--- src/verilog/cache_defines.svh ---
`ifndef CACHE_DEFINES_SVH
`define CACHE_DEFINES_SVH

// width of one address tag
`define CACHE_ADDR_W 8

// width of one data word
`define CACHE_DATA_W 16

// number of lines in the fully associative array
`define CACHE_LINES 4

// the usage counter is wide enough that it does not drain during a normal run
`define CACHE_AGE_W 16

`endif

--- src/verilog/cache_ctrl_pkg.sv ---
package cache_ctrl_pkg;

	// host access kind
	typedef enum logic {
		op_read,
		op_write
	} cache_op_e;

	// controller FSM states
	typedef enum logic [1:0] {
		st_idle,	// serving hits, decoding misses
		st_scan,	// walking all lines for the least used one
		st_unload,	// victim offered to the backing store
		st_fetch	// waiting for the missing word
	} cache_state_e;

endpackage

--- src/verilog/cache_types_pkg.sv ---
`include "cache_defines.svh"

package cache_types_pkg;

	// address tag as seen by the host and the backing store
	typedef logic [`CACHE_ADDR_W-1:0] addr_t;

	// one cached data word
	typedef logic [`CACHE_DATA_W-1:0] data_t;

	// index of one line in the array
	typedef logic [$clog2(`CACHE_LINES)-1:0] line_idx_t;

	// a larger age means the line was used more recently
	typedef logic [`CACHE_AGE_W-1:0] age_t;

	// ages of all lines where element i belongs to line i
	typedef age_t [`CACHE_LINES-1:0] age_vec_t;

endpackage

--- src/verilog/age_tracker.sv ---
`include "cache_defines.svh"

module age_tracker (
	input  logic                       clk,
	input  logic                       rst_n,
	input  logic                       touch,
	input  cache_types_pkg::line_idx_t touch_idx,
	output cache_types_pkg::age_vec_t  ages
);
	import cache_types_pkg::*;

	// every counter drains by one per cycle and sticks at zero
	// a touched line jumps back to the top of the range
	always_ff @(posedge clk or negedge rst_n) begin
		if (!rst_n) begin
			ages <= '0;
		end else begin
			for (int i = 0; i < `CACHE_LINES; i++) begin
				if (touch && (touch_idx == line_idx_t'(i))) begin
					ages[i] <= '1;
				end else if (ages[i] != '0) begin
					ages[i] <= ages[i] - 1'b1;
				end
			end
		end
	end

endmodule

--- src/verilog/assoc_cache.sv ---
module assoc_cache (
	input  logic                      clk,
	input  logic                      rst_n,
	input  logic                      req,
	input  cache_ctrl_pkg::cache_op_e op,
	input  cache_types_pkg::addr_t    addr,
	input  cache_types_pkg::data_t    wdata,
	output logic                      ready,
	output cache_types_pkg::data_t    rdata,
	output logic                      fetch_req,
	output cache_types_pkg::addr_t    fetch_addr,
	input  logic                      fetch_valid,
	input  cache_types_pkg::data_t    fetch_data,
	output logic                      evict_valid,
	output cache_types_pkg::addr_t    evict_addr,
	output cache_types_pkg::data_t    evict_data,
	input  logic                      evict_ack
);
	import cache_types_pkg::*;

	logic      hit;
	logic      has_free;
	logic      scan_done;
	logic      touch;
	logic      wr_en;
	logic      fill_en;
	logic      inval_en;
	logic      scan_start;
	line_idx_t hit_idx;
	line_idx_t free_idx;
	line_idx_t victim_idx;
	line_idx_t touch_idx;
	age_vec_t  ages;

	// the host holds addr for the whole miss, so it doubles as the fetch address
	assign fetch_addr = addr;
	assign touch_idx  = fill_en ? free_idx : hit_idx;

	cache_ctrl ctrl_i (
		.clk         (clk),
		.rst_n       (rst_n),
		.req         (req),
		.op          (op),
		.hit         (hit),
		.has_free    (has_free),
		.scan_done   (scan_done),
		.fetch_valid (fetch_valid),
		.evict_ack   (evict_ack),
		.ready       (ready),
		.touch       (touch),
		.wr_en       (wr_en),
		.fill_en     (fill_en),
		.inval_en    (inval_en),
		.scan_start  (scan_start),
		.fetch_req   (fetch_req),
		.evict_valid (evict_valid)
	);

	line_store store_i (
		.clk         (clk),
		.rst_n       (rst_n),
		.lookup_addr (addr),
		.wdata       (wdata),
		.fill_data   (fetch_data),
		.wr_en       (wr_en),
		.fill_en     (fill_en),
		.inval_en    (inval_en),
		.victim_idx  (victim_idx),
		.hit         (hit),
		.hit_idx     (hit_idx),
		.rdata       (rdata),
		.has_free    (has_free),
		.free_idx    (free_idx),
		.victim_addr (evict_addr),
		.victim_data (evict_data)
	);

	age_tracker ages_i (
		.clk       (clk),
		.rst_n     (rst_n),
		.touch     (touch),
		.touch_idx (touch_idx),
		.ages      (ages)
	);

	victim_scan scan_i (
		.clk        (clk),
		.rst_n      (rst_n),
		.scan_start (scan_start),
		.ages       (ages),
		.victim_idx (victim_idx),
		.scan_done  (scan_done)
	);

endmodule

--- src/verilog/cache_ctrl.sv ---
module cache_ctrl (
	input  logic                      clk,
	input  logic                      rst_n,
	input  logic                      req,
	input  cache_ctrl_pkg::cache_op_e op,
	input  logic                      hit,
	input  logic                      has_free,
	input  logic                      scan_done,
	input  logic                      fetch_valid,
	input  logic                      evict_ack,
	output logic                      ready,
	output logic                      touch,
	output logic                      wr_en,
	output logic                      fill_en,
	output logic                      inval_en,
	output logic                      scan_start,
	output logic                      fetch_req,
	output logic                      evict_valid
);
	import cache_ctrl_pkg::*;

	cache_state_e state;
	cache_state_e state_nxt;

	logic idle;
	logic miss;

	assign idle = (state == st_idle);
	assign miss = idle && req && !hit;

	// hits are answered in the same cycle as the request
	assign ready = idle && req && hit;
	assign wr_en = ready && (op == op_write);

	assign fill_en    = (state == st_fetch) && fetch_valid;
	assign inval_en   = (state == st_unload) && evict_ack;
	assign scan_start = miss && !has_free;

	// a fill counts as an access, so the new line starts out youngest
	assign touch = ready || fill_en;

	assign fetch_req   = (state == st_fetch);
	assign evict_valid = (state == st_unload);

	always_comb begin
		state_nxt = state;
		case (state)
			st_idle: begin
				if (miss) begin
					state_nxt = has_free ? st_fetch : st_scan;
				end
			end
			st_scan: begin
				if (scan_done) begin
					state_nxt = st_unload;
				end
			end
			st_unload: begin
				if (evict_ack) begin
					state_nxt = st_fetch;	// the vacated line is now the free one
				end
			end
			st_fetch: begin
				if (fetch_valid) begin
					state_nxt = st_idle;
				end
			end
			default: begin
				state_nxt = st_idle;
			end
		endcase
	end

	always_ff @(posedge clk or negedge rst_n) begin
		if (!rst_n) begin
			state <= st_idle;
		end else begin
			state <= state_nxt;
		end
	end

endmodule

--- src/verilog/line_store.sv ---
`include "cache_defines.svh"

module line_store (
	input  logic                      clk,
	input  logic                      rst_n,
	input  cache_types_pkg::addr_t    lookup_addr,
	input  cache_types_pkg::data_t    wdata,
	input  cache_types_pkg::data_t    fill_data,
	input  logic                      wr_en,
	input  logic                      fill_en,
	input  logic                      inval_en,
	input  cache_types_pkg::line_idx_t victim_idx,
	output logic                      hit,
	output cache_types_pkg::line_idx_t hit_idx,
	output cache_types_pkg::data_t    rdata,
	output logic                      has_free,
	output cache_types_pkg::line_idx_t free_idx,
	output cache_types_pkg::addr_t    victim_addr,
	output cache_types_pkg::data_t    victim_data
);
	import cache_types_pkg::*;

	logic [`CACHE_LINES-1:0] valid;
	logic [`CACHE_LINES-1:0] match;
	addr_t                   tag [`CACHE_LINES];
	data_t                   data [`CACHE_LINES];

	// tags are unique among valid lines, so at most one match bit is set
	always_comb begin
		for (int i = 0; i < `CACHE_LINES; i++) begin
			match[i] = valid[i] && (tag[i] == lookup_addr);
		end
	end

	assign hit      = |match;
	assign has_free = ~&valid;

	// walking down from the top leaves the lowest matching or free index
	always_comb begin
		hit_idx  = '0;
		free_idx = '0;
		for (int i = `CACHE_LINES - 1; i >= 0; i--) begin
			if (match[i]) begin
				hit_idx = line_idx_t'(i);
			end
			if (!valid[i]) begin
				free_idx = line_idx_t'(i);
			end
		end
	end

	assign rdata       = data[hit_idx];
	assign victim_addr = tag[victim_idx];	// evicted line goes out as tag and data
	assign victim_data = data[victim_idx];

	always_ff @(posedge clk or negedge rst_n) begin
		if (!rst_n) begin
			valid <= '0;
		end else begin
			if (fill_en) begin
				valid[free_idx] <= 1'b1;
			end
			if (inval_en) begin
				valid[victim_idx] <= 1'b0;
			end
		end
	end

	// a fill takes the lookup address as its tag, a write only touches the data
	always_ff @(posedge clk) begin
		if (fill_en) begin
			tag[free_idx]  <= lookup_addr;
			data[free_idx] <= fill_data;
		end else if (wr_en) begin
			data[hit_idx] <= wdata;
		end
	end

endmodule

--- src/verilog/victim_scan.sv ---
`include "cache_defines.svh"

module victim_scan (
	input  logic                       clk,
	input  logic                       rst_n,
	input  logic                       scan_start,
	input  cache_types_pkg::age_vec_t  ages,
	output cache_types_pkg::line_idx_t victim_idx,
	output logic                       scan_done
);
	import cache_types_pkg::*;

	localparam line_idx_t last_idx = line_idx_t'(`CACHE_LINES - 1);

	logic      busy;
	line_idx_t iter;
	line_idx_t min_idx;

	assign scan_done  = busy && (iter == last_idx);
	assign victim_idx = min_idx;

	// both ages are read live, so the common countdown cancels out of the compare
	// a strict compare keeps the lower index on a tie
	always_ff @(posedge clk or negedge rst_n) begin
		if (!rst_n) begin
			busy    <= 1'b0;
			iter    <= '0;
			min_idx <= '0;
		end else if (scan_start) begin
			busy    <= 1'b1;
			iter    <= '0;
			min_idx <= '0;
		end else if (busy) begin
			if (ages[iter] < ages[min_idx]) begin
				min_idx <= iter;
			end
			if (scan_done) begin
				busy <= 1'b0;	// victim_idx holds from here until the next scan
			end else begin
				iter <= iter + 1'b1;
			end
		end
	end

endmodule
--- config.mk ---
export PLATFORM = sky130hd
export DESIGN_NAME = assoc_cache
export DESIGN_NICKNAME = d
export VERILOG_FILES = /design/src/verilog/cache_ctrl_pkg.sv /design/src/verilog/cache_types_pkg.sv /design/src/verilog/age_tracker.sv /design/src/verilog/assoc_cache.sv /design/src/verilog/cache_ctrl.sv /design/src/verilog/line_store.sv /design/src/verilog/victim_scan.sv
export VERILOG_INCLUDE_DIRS = /design/src /design/src/verilog
export SDC_FILE = /design/constraint.sdc
export NUM_CORES = 1
export LEC_CHECK = 0
export ABC_AREA = 0
export BUFFER_PORTS_ARGS = -buffer_cell sky130_fd_sc_hd__buf_2
export CAP_MARGIN = 20
export CORE_MARGIN = 2
export CORE_UTILIZATION = 45
export CTS_BUF_LIST = sky130_fd_sc_hd__clkbuf_16
export DETAILED_ROUTE_END_ITERATION = 6
export PLACE_DENSITY_LB_ADDON = 0.05
export SLEW_MARGIN = 10
export SYNTH_ARGS = -nofsm -noshare
export SYNTH_HDL_FRONTEND = slang
export SYNTH_SLANG_ARGS = --single-unit
--- constraint.sdc ---
create_clock -name clk -period 5 [get_ports clk]
set_clock_uncertainty 0.15 [all_clocks]
set_input_delay 0.75 -clock clk [delete_from_list [all_inputs] [get_ports clk]]
set_output_delay 0.75 -clock clk [all_outputs]
set_load 0.02 [all_outputs]
==> impl_metrics.json, run 1 <==
{
  "status": "finished, final reports clean",
  "die_w_um": 150,
  "ys_ff_latch": 171,
  "die_h_um": 150,
  "synth_edf_count": 96,
  "grt_pass1_vias": 6447,
  "worstReg2RegStart": "scan_i.iter[1]$_DFFE_PN0P_",
  "syn_nets": 851,
  "drive_above_1_share_pct": 25.2,
  "max_freq_mhz": 248,
  "clk_latency_ps": 440,
  "power.total_uw": 5340,
  "vias": 6437,
  "tns_ps": 0,
  "io_pins": 97,
  "r2r_end": "scan_i.victim_idx[0]$_DFFE_PN0P_",
  "drt-vias-per-instance": 5.58,
  "syn2layout_area_growth_pct": 13.6,
  "core_region_area_mm2": 0.0210,
  "ys.flop_type": "edfxtp_1",
  "hold_viol": 0,
  "layout_commonest_cell": "edfxtp_1",
  "synthDistinctLibCells": 56,
  "grtUsageTotal_pct": 19.8,
  "cts_htree_levels": 4,
  "worst_path_largest_cell_delay_ps": 540,
  "slowest_stage": "buf_4",
  "rsz0062_at_grt": "false",
  "start_util_pct": 45.7,
  "maxCapViolCount": 0,
  "cts.sink_count": 171,
  "antenna_found_initial": 0,
  "slew_headroom_pct": 34.1,
  "nNetsFinal": 936,
  "finish.utilization_pct": 51.9,
  "cts_made_buffers": 17,
  "cp.arrival_ps": 3130,
  "ff2ff_setup_slack_ps": 1670,
  "path_class": "primary input to output port",
  "route.detailed.drc": 0,
  "postCtsSetupRepairBufs": 0,
  "startpoint_type": "primary input",
  "drt_iter0_drc": 305,
  "total_leakage_power_uw": 0.00396,
  "syn_avg_cell_area_um2": 12.3,
  "fin_crit_sh_pct": 80.5,
  "firstDrtPassIters": 5,
  "crit_family": "buffers and inverters",
  "gp_congestion": 0.854,
  "synthArstFlopShare_pct": 43.9,
  "cp_common_cell": "buf_2",
  "ant_nets": 0,
  "fillCellCount": 1852,
  "syn_area_mm2": 0.00958,
  "path_cells": "buf_2 > xor2_1 > nor4_1 > nand4_1 > a211oi_4 > buf_4 > nor2b_1 > a211oi_1 > a21oi_1 > buf_2",
  "hold_class": "primary input to async pin",
  "critical_path.max_fanout": 50,
  "n_antenna_cell": 0,
  "grt-ovfl-total": 0,
  "clkTransAtPathRegs_ps": 70,
  "wl_um": 21400,
  "cts.root.buffer_cell": "clkbuf_16",
  "fin_crit_ps": 4030,
  "synthCells": 780,
  "grt_max_degree": 76,
  "rows": 53,
  "worstMarginPinSlew_ps": 989,
  "finalSetupViolCount": 0,
  "ir_drop_v": 0.000237,
  "ys_warn_count": 0,
  "postCtsHoldBufs": 0,
  "synth_seq_area_share_pct": 49.7,
  "cts_tree": "done",
  "critPathBufInv": 3,
  "pwr_density_cell_mw_per_mm2": 491,
  "clock_path_buffers": 2,
  "crit_path_start": "addr[4]",
  "crit_path_end_kind": "output port",
  "die_area_mm2": 0.0225,
  "wire_per_inst_um": 18.6,
  "dp_hpwl_um": 15200,
  "port_buffers": 96,
  "layout_common_cells": "96 x edfxtp_1, 95 x buf_2, 82 x nand2_1, 73 x dfrtp_1, 56 x mux4_2",
  "cts-resized-gates": 0,
  "drv_slew": 0,
  "grt_pass1_wl_um": 34000,
  "crit_required_ps": 4100,
  "reg2reg_depth": 9
}
==> Yosys cell counts, types with 10 or more instances <==
cell / count / area [um^2]
edfxtp_1: 96 / 2880
nand2_1: 82 / 308
dfrtp_1: 75 / 1880
mux4_2: 56 / 1260
xnor2_1: 55 / 482
nor2_1: 34 / 128
nor3_1: 32 / 160
a21oi_1: 31 / 155
inv_1: 30 / 113
ha_1: 25 / 313
mux2i_1: 22 / 220
nor2b_1: 20 / 125
xor2_1: 19 / 166
clkbuf_1: 18 / 67.6
or3_1: 18 / 113
a211oi_1: 17 / 128
mux2_2: 16 / 180
nand3_1: 13 / 65.1
o21ai_0: 12 / 60.1
nand2b_1: 11 / 68.8
buf_2: 10 / 50.1
nor4_1: 10 / 62.6
==> layout make-up <==
class	count	area [um^2]	area share (%)
Sequential cell	171	4760	43.8
Timing Repair Buffer	107	566	5.20
Clock buffer	17	425	3.91
Multi-Input combinational cell	538	4520	41.5
Clock inverter	15	151	1.39
Tap cell	275	344	3.16
Inverter	30	113	1.03
==> how the worst max path moves through the flow <==
stage | to | cells past startpoint
2_1_floorplan | store_i.data[2][0]$_DFFE_PP_ | 9
3_3_place_gp | rdata[5] | 9
3_5_place_dp | rdata[5] | 9
4_1_cts | rdata[5] | 9
5_1_grt | rdata[3] | 10
6_report | rdata[3] | 10
==> flip-flops by register name, summed over array words and instances (netlist names) <==
register / count
store_i.tag: 32
ages_i.ages: 64
scan_i.victim_idx: 2
scan_i.busy: 1
store_i.data: 64
ctrl_i.state: 2
store_i.valid: 4
scan_i.iter: 2
==> stage by stage <==
step	setup slack [ps]	hold slack, ps	cells	cell area (um^2)
after global placement	1060	386	1121	10300
after global routing	740	398	1153	10900
after CTS	972	368	1153	10900
after detailed placement	980	400	1121	10300
after floorplan	1320	304	780	9580
final	974	314	1153	10900
==> worst reg2reg max path, stage by stage, from the launching register on <==
cell,delay [ps]
dfrtp_1,880
mux4_2,610
ha_1,320
a21o_1,180
a21oi_1,130
o21ai_0,120
a221oi_1,390
o31ai_1,180
mux2i_1,170
nor2_1,60
==> logic make-up after synthesis <==
kind of cell | Yosys count | share of synthesized area (%)
AND/OR/NAND/NOR | 253 | 13.4
XOR/XNOR | 74 | 6.77
multiplexers | 94 | 17.3
AO/OA/AOI/OAI | 92 | 6.27
buffers and inverters | 71 | 3.23
adder cells (fa/ha/maj) | 25 | 3.27
flip-flops | 171 | 49.7
==> power breakdown <==
part | switching, uW | internal (uW)
logic | 938 | 948
clock network | 632 | 666
registers | 419 | 1740
total | 1990 | 3360
==> per-layer routing <==
| layer | share of wire (%) | GRT usage, % | up-vias |
|---|---|---|---|
| li1 | - | - | 3087 |
| met1 | 45 | 25.9 | 3228 |
| met2 | 51 | 34.2 | 102 |
| met3 | 3.0 | 3.26 | 20 |
| met4 | 1.2 | 5.05 | 0 |
| met5 | 0 | 0 | - |
No activity file was read; power rests on OpenSTA's default activity.
==> run 2: changes to the inputs <==
==> constraint.sdc (replaced) <==
create_clock -name clk -period 3.47 [get_ports clk]
set_clock_uncertainty 0.15 [all_clocks]
set_input_delay 0.5205 -clock clk [delete_from_list [all_inputs] [get_ports clk]]
set_output_delay 0.5205 -clock clk [all_outputs]
set_load 0.02 [all_outputs]
==> run 2 against run 1 <==
  * Die area is the same
  * Final cell count grew 1.9%
  * Non-clock buffer count increased by 22
  * Setup slack got worse by 930 ps
  * Clock power grew 46%
  * Via count increased by 3.6%
  * Sequential cell count did not move
  * Sequential share of layout area shrank 1.4 points
  * Critical path depth rose by 1
  * Hold slack worse by 210 ps
  * Design area up 3.2%
  * First-iteration DRC count up 1.6%
  * Largest cell class unchanged
  * Largest power group unchanged
==> impl_metrics.json, run 2 (synthesis results as in run 1) <==
{
  "status": "finished, final reports clean",
  "firstDrtPassIters": 5,
  "route.detailed.drc": 0,
  "pwr-share-seq_pct": 38.3,
  "finish.utilization_pct": 53.6,
  "grt_pass1_wl_um": 35100,
  "rows": 53,
  "vias": 6666,
  "layout_common_cells": "96 x edfxtp_1, 93 x buf_2, 82 x nand2_1, 73 x dfrtp_1, 56 x mux4_2",
  "fin_crit_ps": 3420,
  "antenna_found_initial": 0,
  "r2r_end": "scan_i.victim_idx[1]$_DFFE_PN0P_",
  "path_cells": "xor2_1 > nor4_2 > nand4_1 > buf_4 > a211oi_4 > buf_4 > clkbuf_16 > nor2b_1 > a211oi_1 > a21oi_1 > buf_4",
  "clkTransAtPathRegs_ps": 70,
  "cp.arrival_ps": 2750,
  "reg.largest.list": "ages_i.ages (64), store_i.data (64), store_i.tag (32)",
  "total_leakage_power_uw": 0.00412,
  "grtUsageTotal_pct": 20.4,
  "crit_required_ps": 2800,
  "cp_common_cell": "buf_4",
  "drt_iter0_drc": 310,
  "pwr_density_cell_mw_per_mm2": 702,
  "drv_slew": 0,
  "cts.sink_count": 171,
  "rsz0062_at_grt": "true",
  "reg2reg_depth": 9,
  "critical_path.max_fanout": 13,
  "layout_commonest_cell": "edfxtp_1",
  "cts_tree": "done",
  "wl_um": 22900,
  "slew_headroom_pct": 34.7,
  "hold_viol": 0,
  "finalSetupViolCount": 0,
  "ant_nets": 0,
  "crit_path_end_kind": "output port",
  "port_buffers": 96,
  "ir_drop_v": 0.000396,
  "grt-ovfl-total": 0,
  "cts.root.buffer_cell": "clkbuf_16",
  "hold_class": "primary input to async pin",
  "crit_path_end": "rdata[5]",
  "worst_path_largest_cell_delay_ps": 400,
  "syn2layout_area_growth_pct": 17.2,
  "clock_path_buffers": 2,
  "worstReg2RegStart": "scan_i.iter[1]$_DFFE_PN0P_",
  "drive_above_1_share_pct": 27.7,
  "power.total_uw": 7880,
  "postCtsHoldBufs": 0,
  "dp_hpwl_um": 16000,
  "switching_share_pct": 36.2,
  "grt_pass1_vias": 6700,
  "gp_congestion": 0.858,
  "combPwrFrac_pct": 37.6,
  "maxCapViolCount": 0,
  "busiest_layer": "met2",
  "globalRouteMet1Util_pct": 26.3,
  "drt-vias-per-instance": 5.67,
  "die_w_um": 150,
  "startpoint_type": "register",
  "ff2ff_setup_slack_ps": 350,
  "cell_internal_pwr_uw": 5020,
  "die_area_mm2": 0.0225,
  "die_h_um": 150,
  "core_region_area_mm2": 0.0210,
  "io_pins": 97,
  "tns_ps": 0,
  "met3_usage_pct": 3.90,
  "path_class": "register to output port",
  "worstMarginPinSlew_ps": 980,
  "cts_htree_levels": 4,
  "met2_usage_pct": 35.3,
  "clk_latency_ps": 430,
  "p_clk_share_pct": 24.1,
  "start_util_pct": 45.7,
  "nNetsFinal": 958,
  "p_switching_uw": 2860,
  "max_freq_mhz": 292,
  "slowest_stage": "edfxtp_1",
  "cts_made_buffers": 17,
  "grt_max_degree": 76,
  "fin_crit_sh_pct": 98.7,
  "crit_path_start": "store_i.tag[2][2]$_DFFE_PP_",
  "n_antenna_cell": 0,
  "wire_per_inst_um": 19.5
}
run 2: cell count changes in the layout (fill, tap and decap cells not counted), sizes merged:
cell / change
clkinv: +2
inv: -4
buf: +18
bufinv: +2
clkbuf: +4
run 2: cell type report:
| class | instances | area, um^2 |
|---|---|---|
| Clock buffer | 17 | 425 |
| Multi-Input combinational cell | 538 | 4550 |
| Clock inverter | 15 | 161 |
| Timing Repair Buffer | 129 | 872 |
| Fill cell | 1841 | 9730 |
| Tap cell | 275 | 344 |
| Inverter | 30 | 113 |
| Sequential cell | 171 | 4760 |
run 2: worst min path at each step:
| stage | endpoint | slack, ps |
|---|---|---|
| CTS | ages_i.ages[46]$_DFFE_PN0P_ | 140 |
| detailed placement | ages_i.ages[44]$_DFFE_PN0P_ | 400 |
| global placement | ages_i.ages[44]$_DFFE_PN0P_ | 390 |
| finish | ages_i.ages[46]$_DFFE_PN0P_ | 100 |
| global route | ages_i.ages[46]$_DFFE_PN0P_ | 170 |
| floorplan | ages_i.ages[0]$_DFFE_PN0P_ | 70 |
run 2: worst max-delay path: cells and delay by family, from the launching register on:
kind / cells / cell delay, ps
xor+xnor: 1 / 170
flops: 1 / 400
buf+inv: 4 / 700
compound gates: 3 / 540
simple gates: 3 / 510
run 2: power by group through the flow:
stage	clock (uW)	sequential (uW)	combinational, uW
2_1_floorplan	0	2780	2320
3_3_place_gp	0	3020	2880
3_5_place_dp	0	3050	2980
4_1_cts	1940	3010	2990
5_1_grt	2030	3080	3280
6_report	1900	3010	2960
run 2: repair_timing:
action                                  in CTS  in global routing
pin swaps                                    0                  3
setup buffers                                0                  2
cloned                                       0                  5
resized for setup                            2                 12
endpoints found under the setup margin       1                 16
run 2: metrics by stage:
step,hold slack (ps),worst slack (ps),cell area (um^2),std cells
after floorplan,74.9,19.9,9580,780
after global placement,389,200,10500,1136
after detailed placement,403,142,10500,1136
after CTS,136,2.48,11100,1168
after global routing,169,-88.3,11200,1175
final,104,46.5,11200,1175
run 2: layer usage:
metal  share of wire (%)  routed length, um  vias up
li1                    -                  -     3122
met1                  44               9990     3388
met2                  51              11800      134
met3                 3.5                804       22
met4                 1.4                317        0
met5                   0                  0        -
==> run 3: changes to the inputs <==
--- a/config.mk
+++ b/config.mk
@@ -7,12 +7,12 @@
 export NUM_CORES = 1
 export LEC_CHECK = 0
 export ABC_AREA = 0
-export BUFFER_PORTS_ARGS = -buffer_cell sky130_fd_sc_hd__buf_2
 export CAP_MARGIN = 20
 export CORE_MARGIN = 2
 export CORE_UTILIZATION = 45
 export CTS_BUF_LIST = sky130_fd_sc_hd__clkbuf_16
 export DETAILED_ROUTE_END_ITERATION = 6
+export DONT_BUFFER_PORTS = 1
 export PLACE_DENSITY_LB_ADDON = 0.05
 export SLEW_MARGIN = 10
 export SYNTH_ARGS = -nofsm -noshare
==> constraint.sdc (replaced) <==
create_clock -name clk -period 3.47 [get_ports clk]
set_clock_uncertainty 0.15 [all_clocks]
set_input_delay 0.1735 -clock clk [delete_from_list [all_inputs] [get_ports clk]]
set_output_delay 0.1735 -clock clk [all_outputs]
set_load 0.02 [all_outputs]
==> run 3 against run 2 <==
  * First-iteration DRC count fell by 12%
  * Sequential share of layout area grew 0.96 points
  * Via count shrank 4.2%
  * Routed wire length is 2.5% lower
  * Largest cell class unchanged
==> impl_metrics.json, run 3 (synthesis results as in run 1) <==
{
  "port_buffers": 0,
  "core_region_area_mm2": 0.0210,
  "crit_family": "simple AND/OR/NAND/NOR gates",
  "clock_path_buffers": 2,
  "vias": 6385,
  "crit_path_end_kind": "register",
  "fin_crit_ps": 3330,
  "grt_max_degree": 76,
  "cts.root.buffer_cell": "clkbuf_16",
  "ant_nets": 0,
  "wl_met3_um": 788,
  "cts_htree_levels": 4,
  "hold_viol": 0,
  "start_util_pct": 45.7,
  "total_leakage_power_uw": 0.00385,
  "antenna_found_initial": 0,
  "placedCellCount": 1033,
  "grt-ovfl-total": 0,
  "status": "finished, final reports clean",
  "grt_pass1_vias": 6590,
  "nNetsFinal": 894,
  "cts_tree": "done",
  "worst_path_largest_cell_delay_ps": 610,
  "dr.max_layer_used": "met4",
  "die_area_mm2": 0.0225,
  "pwr_density_cell_mw_per_mm2": 705,
  "drv_slew": 0,
  "pre_cts_ws_ps": 471,
  "slowest_stage": "dlygate4sd3_1",
  "finalSetupViolCount": 0,
  "drive_above_1_share_pct": 16.1,
  "die_w_um": 150,
  "fillCellCount": 1823,
  "wl_um": 22300,
  "dp_hpwl_um": 15400,
  "grt_pass1_wl_um": 35300,
  "drt-vias-per-instance": 5.75,
  "cp_common_cell": "nand4_1",
  "crit_required_ps": 3480,
  "grtUsageTotal_pct": 20.7,
  "reg.largest.list": "ages_i.ages (64), store_i.data (64), store_i.tag (32)",
  "wl_met1_um": 9670,
  "stdcell_count": 1111,
  "die_h_um": 150,
  "cts_made_buffers": 17,
  "cts.sink_count": 171,
  "hold_class": "primary input to register",
  "clkTransAtPathRegs_ps": 80,
  "startpoint_type": "register",
  "cp.arrival_ps": 3340,
  "ir_drop_v": 0.000339,
  "route.detailed.drc": 0,
  "hold_slack_ps": 22.8,
  "layout_commonest_cell": "edfxtp_1",
  "syn2layout_area_growth_pct": 14.6,
  "max_freq_mhz": 301,
  "path_cells": "xor2_1 > nor4_1 > nand4_1 > nand4_1 > and3_1 > buf_4 > mux2_2 > dlygate4sd3_1",
  "maxCapViolCount": 0,
  "drt_iter0_drc": 274,
  "critical_path.max_fanout": 16,
  "io_pins": 97,
  "slew_headroom_pct": 35.5,
  "gp_congestion": 0.829,
  "layout_common_cells": "96 x edfxtp_1, 82 x nand2_1, 73 x dfrtp_1, 56 x mux4_2, 55 x xnor2_1",
  "fin_crit_sh_pct": 95.9,
  "ff2ff_setup_slack_ps": 140,
  "power.total_uw": 7750,
  "n_antenna_cell": 0,
  "path_class": "register to register",
  "critPathBufInv": 2,
  "setup_slack_ps": 144,
  "wire_per_inst_um": 20.1,
  "firstDrtPassIters": 5,
  "rows": 53,
  "tns_ps": 0,
  "worstMarginPinSlew_ps": 958,
  "clk_latency_ps": 430,
  "dr_wl_met2_um": 11500,
  "rsz0062_at_grt": "false"
}
## run 3: through the flow
| step | util (%) | cell area, um^2 |
|---|---|---|
| after floorplan | - | 9580 |
| after global placement | 47.3 | 9910 |
| after detailed placement | 47.3 | 9910 |
| after CTS | 52.4 | 11000 |
| after global routing | 52.4 | 11000 |
| final | 52.4 | 11000 |
## run 3: worst paths after layout
kind | startpoint | to | cells past startpoint
min | fetch_valid | store_i.valid[0]$_DFF_PN0_ | 2
min reg2reg | ages_i.ages[44]$_DFFE_PN0P_ | ages_i.ages[44]$_DFFE_PN0P_ | 2
min in group asynchronous | rst_n | ages_i.ages[18]$_DFFE_PN0P_ | 2
max | store_i.tag[2][4]$_DFFE_PP_ | store_i.data[0][7]$_DFFE_PP_ | 8
max in group asynchronous | rst_n | scan_i.victim_idx[0]$_DFFE_PN0P_ | 2
max reg2reg | store_i.tag[2][4]$_DFFE_PP_ | store_i.data[0][7]$_DFFE_PP_ | 8
## run 3: repair_timing
item,in CTS,in global routing
endpoints found under the hold margin,179,0
setup buffers,0,1
resized for setup,0,0
hold buffers,45,0
setup endpoints to repair,0,60
## run 3: power by group
part | internal, uW | switching, uW
Clock | 1030 | 886
Combinational | 1330 | 1450
Sequential | 2510 | 532
Total | 4880 | 2870
## run 3: metal layers
layer,global-route usage (%),up-vias
li1,-,2993
met4,5.80,0
met5,0,-
met2,35.8,136
met1,26.8,3235
met3,3.69,21
## run 3: cell type report
type                       instances  area [um^2]  share of cell area, %
sequential                       171         4760                   43.4
multi-input combinational        538         4520                   41.2
timing repair buffer              65          643                   5.86
clock buffer                      17          425                   3.87
tap                              275          344                   3.13
clock inverter                    15          173                   1.57
inverter                          30          113                   1.03
## run 3: worst reg2reg max path: cells and delay by family, from the launching register on
kind          cells  cell delay (ps)
simple gates      4             1050
buf+inv           2              880
xor+xnor          1              170
flops             1              410
mux               1              390
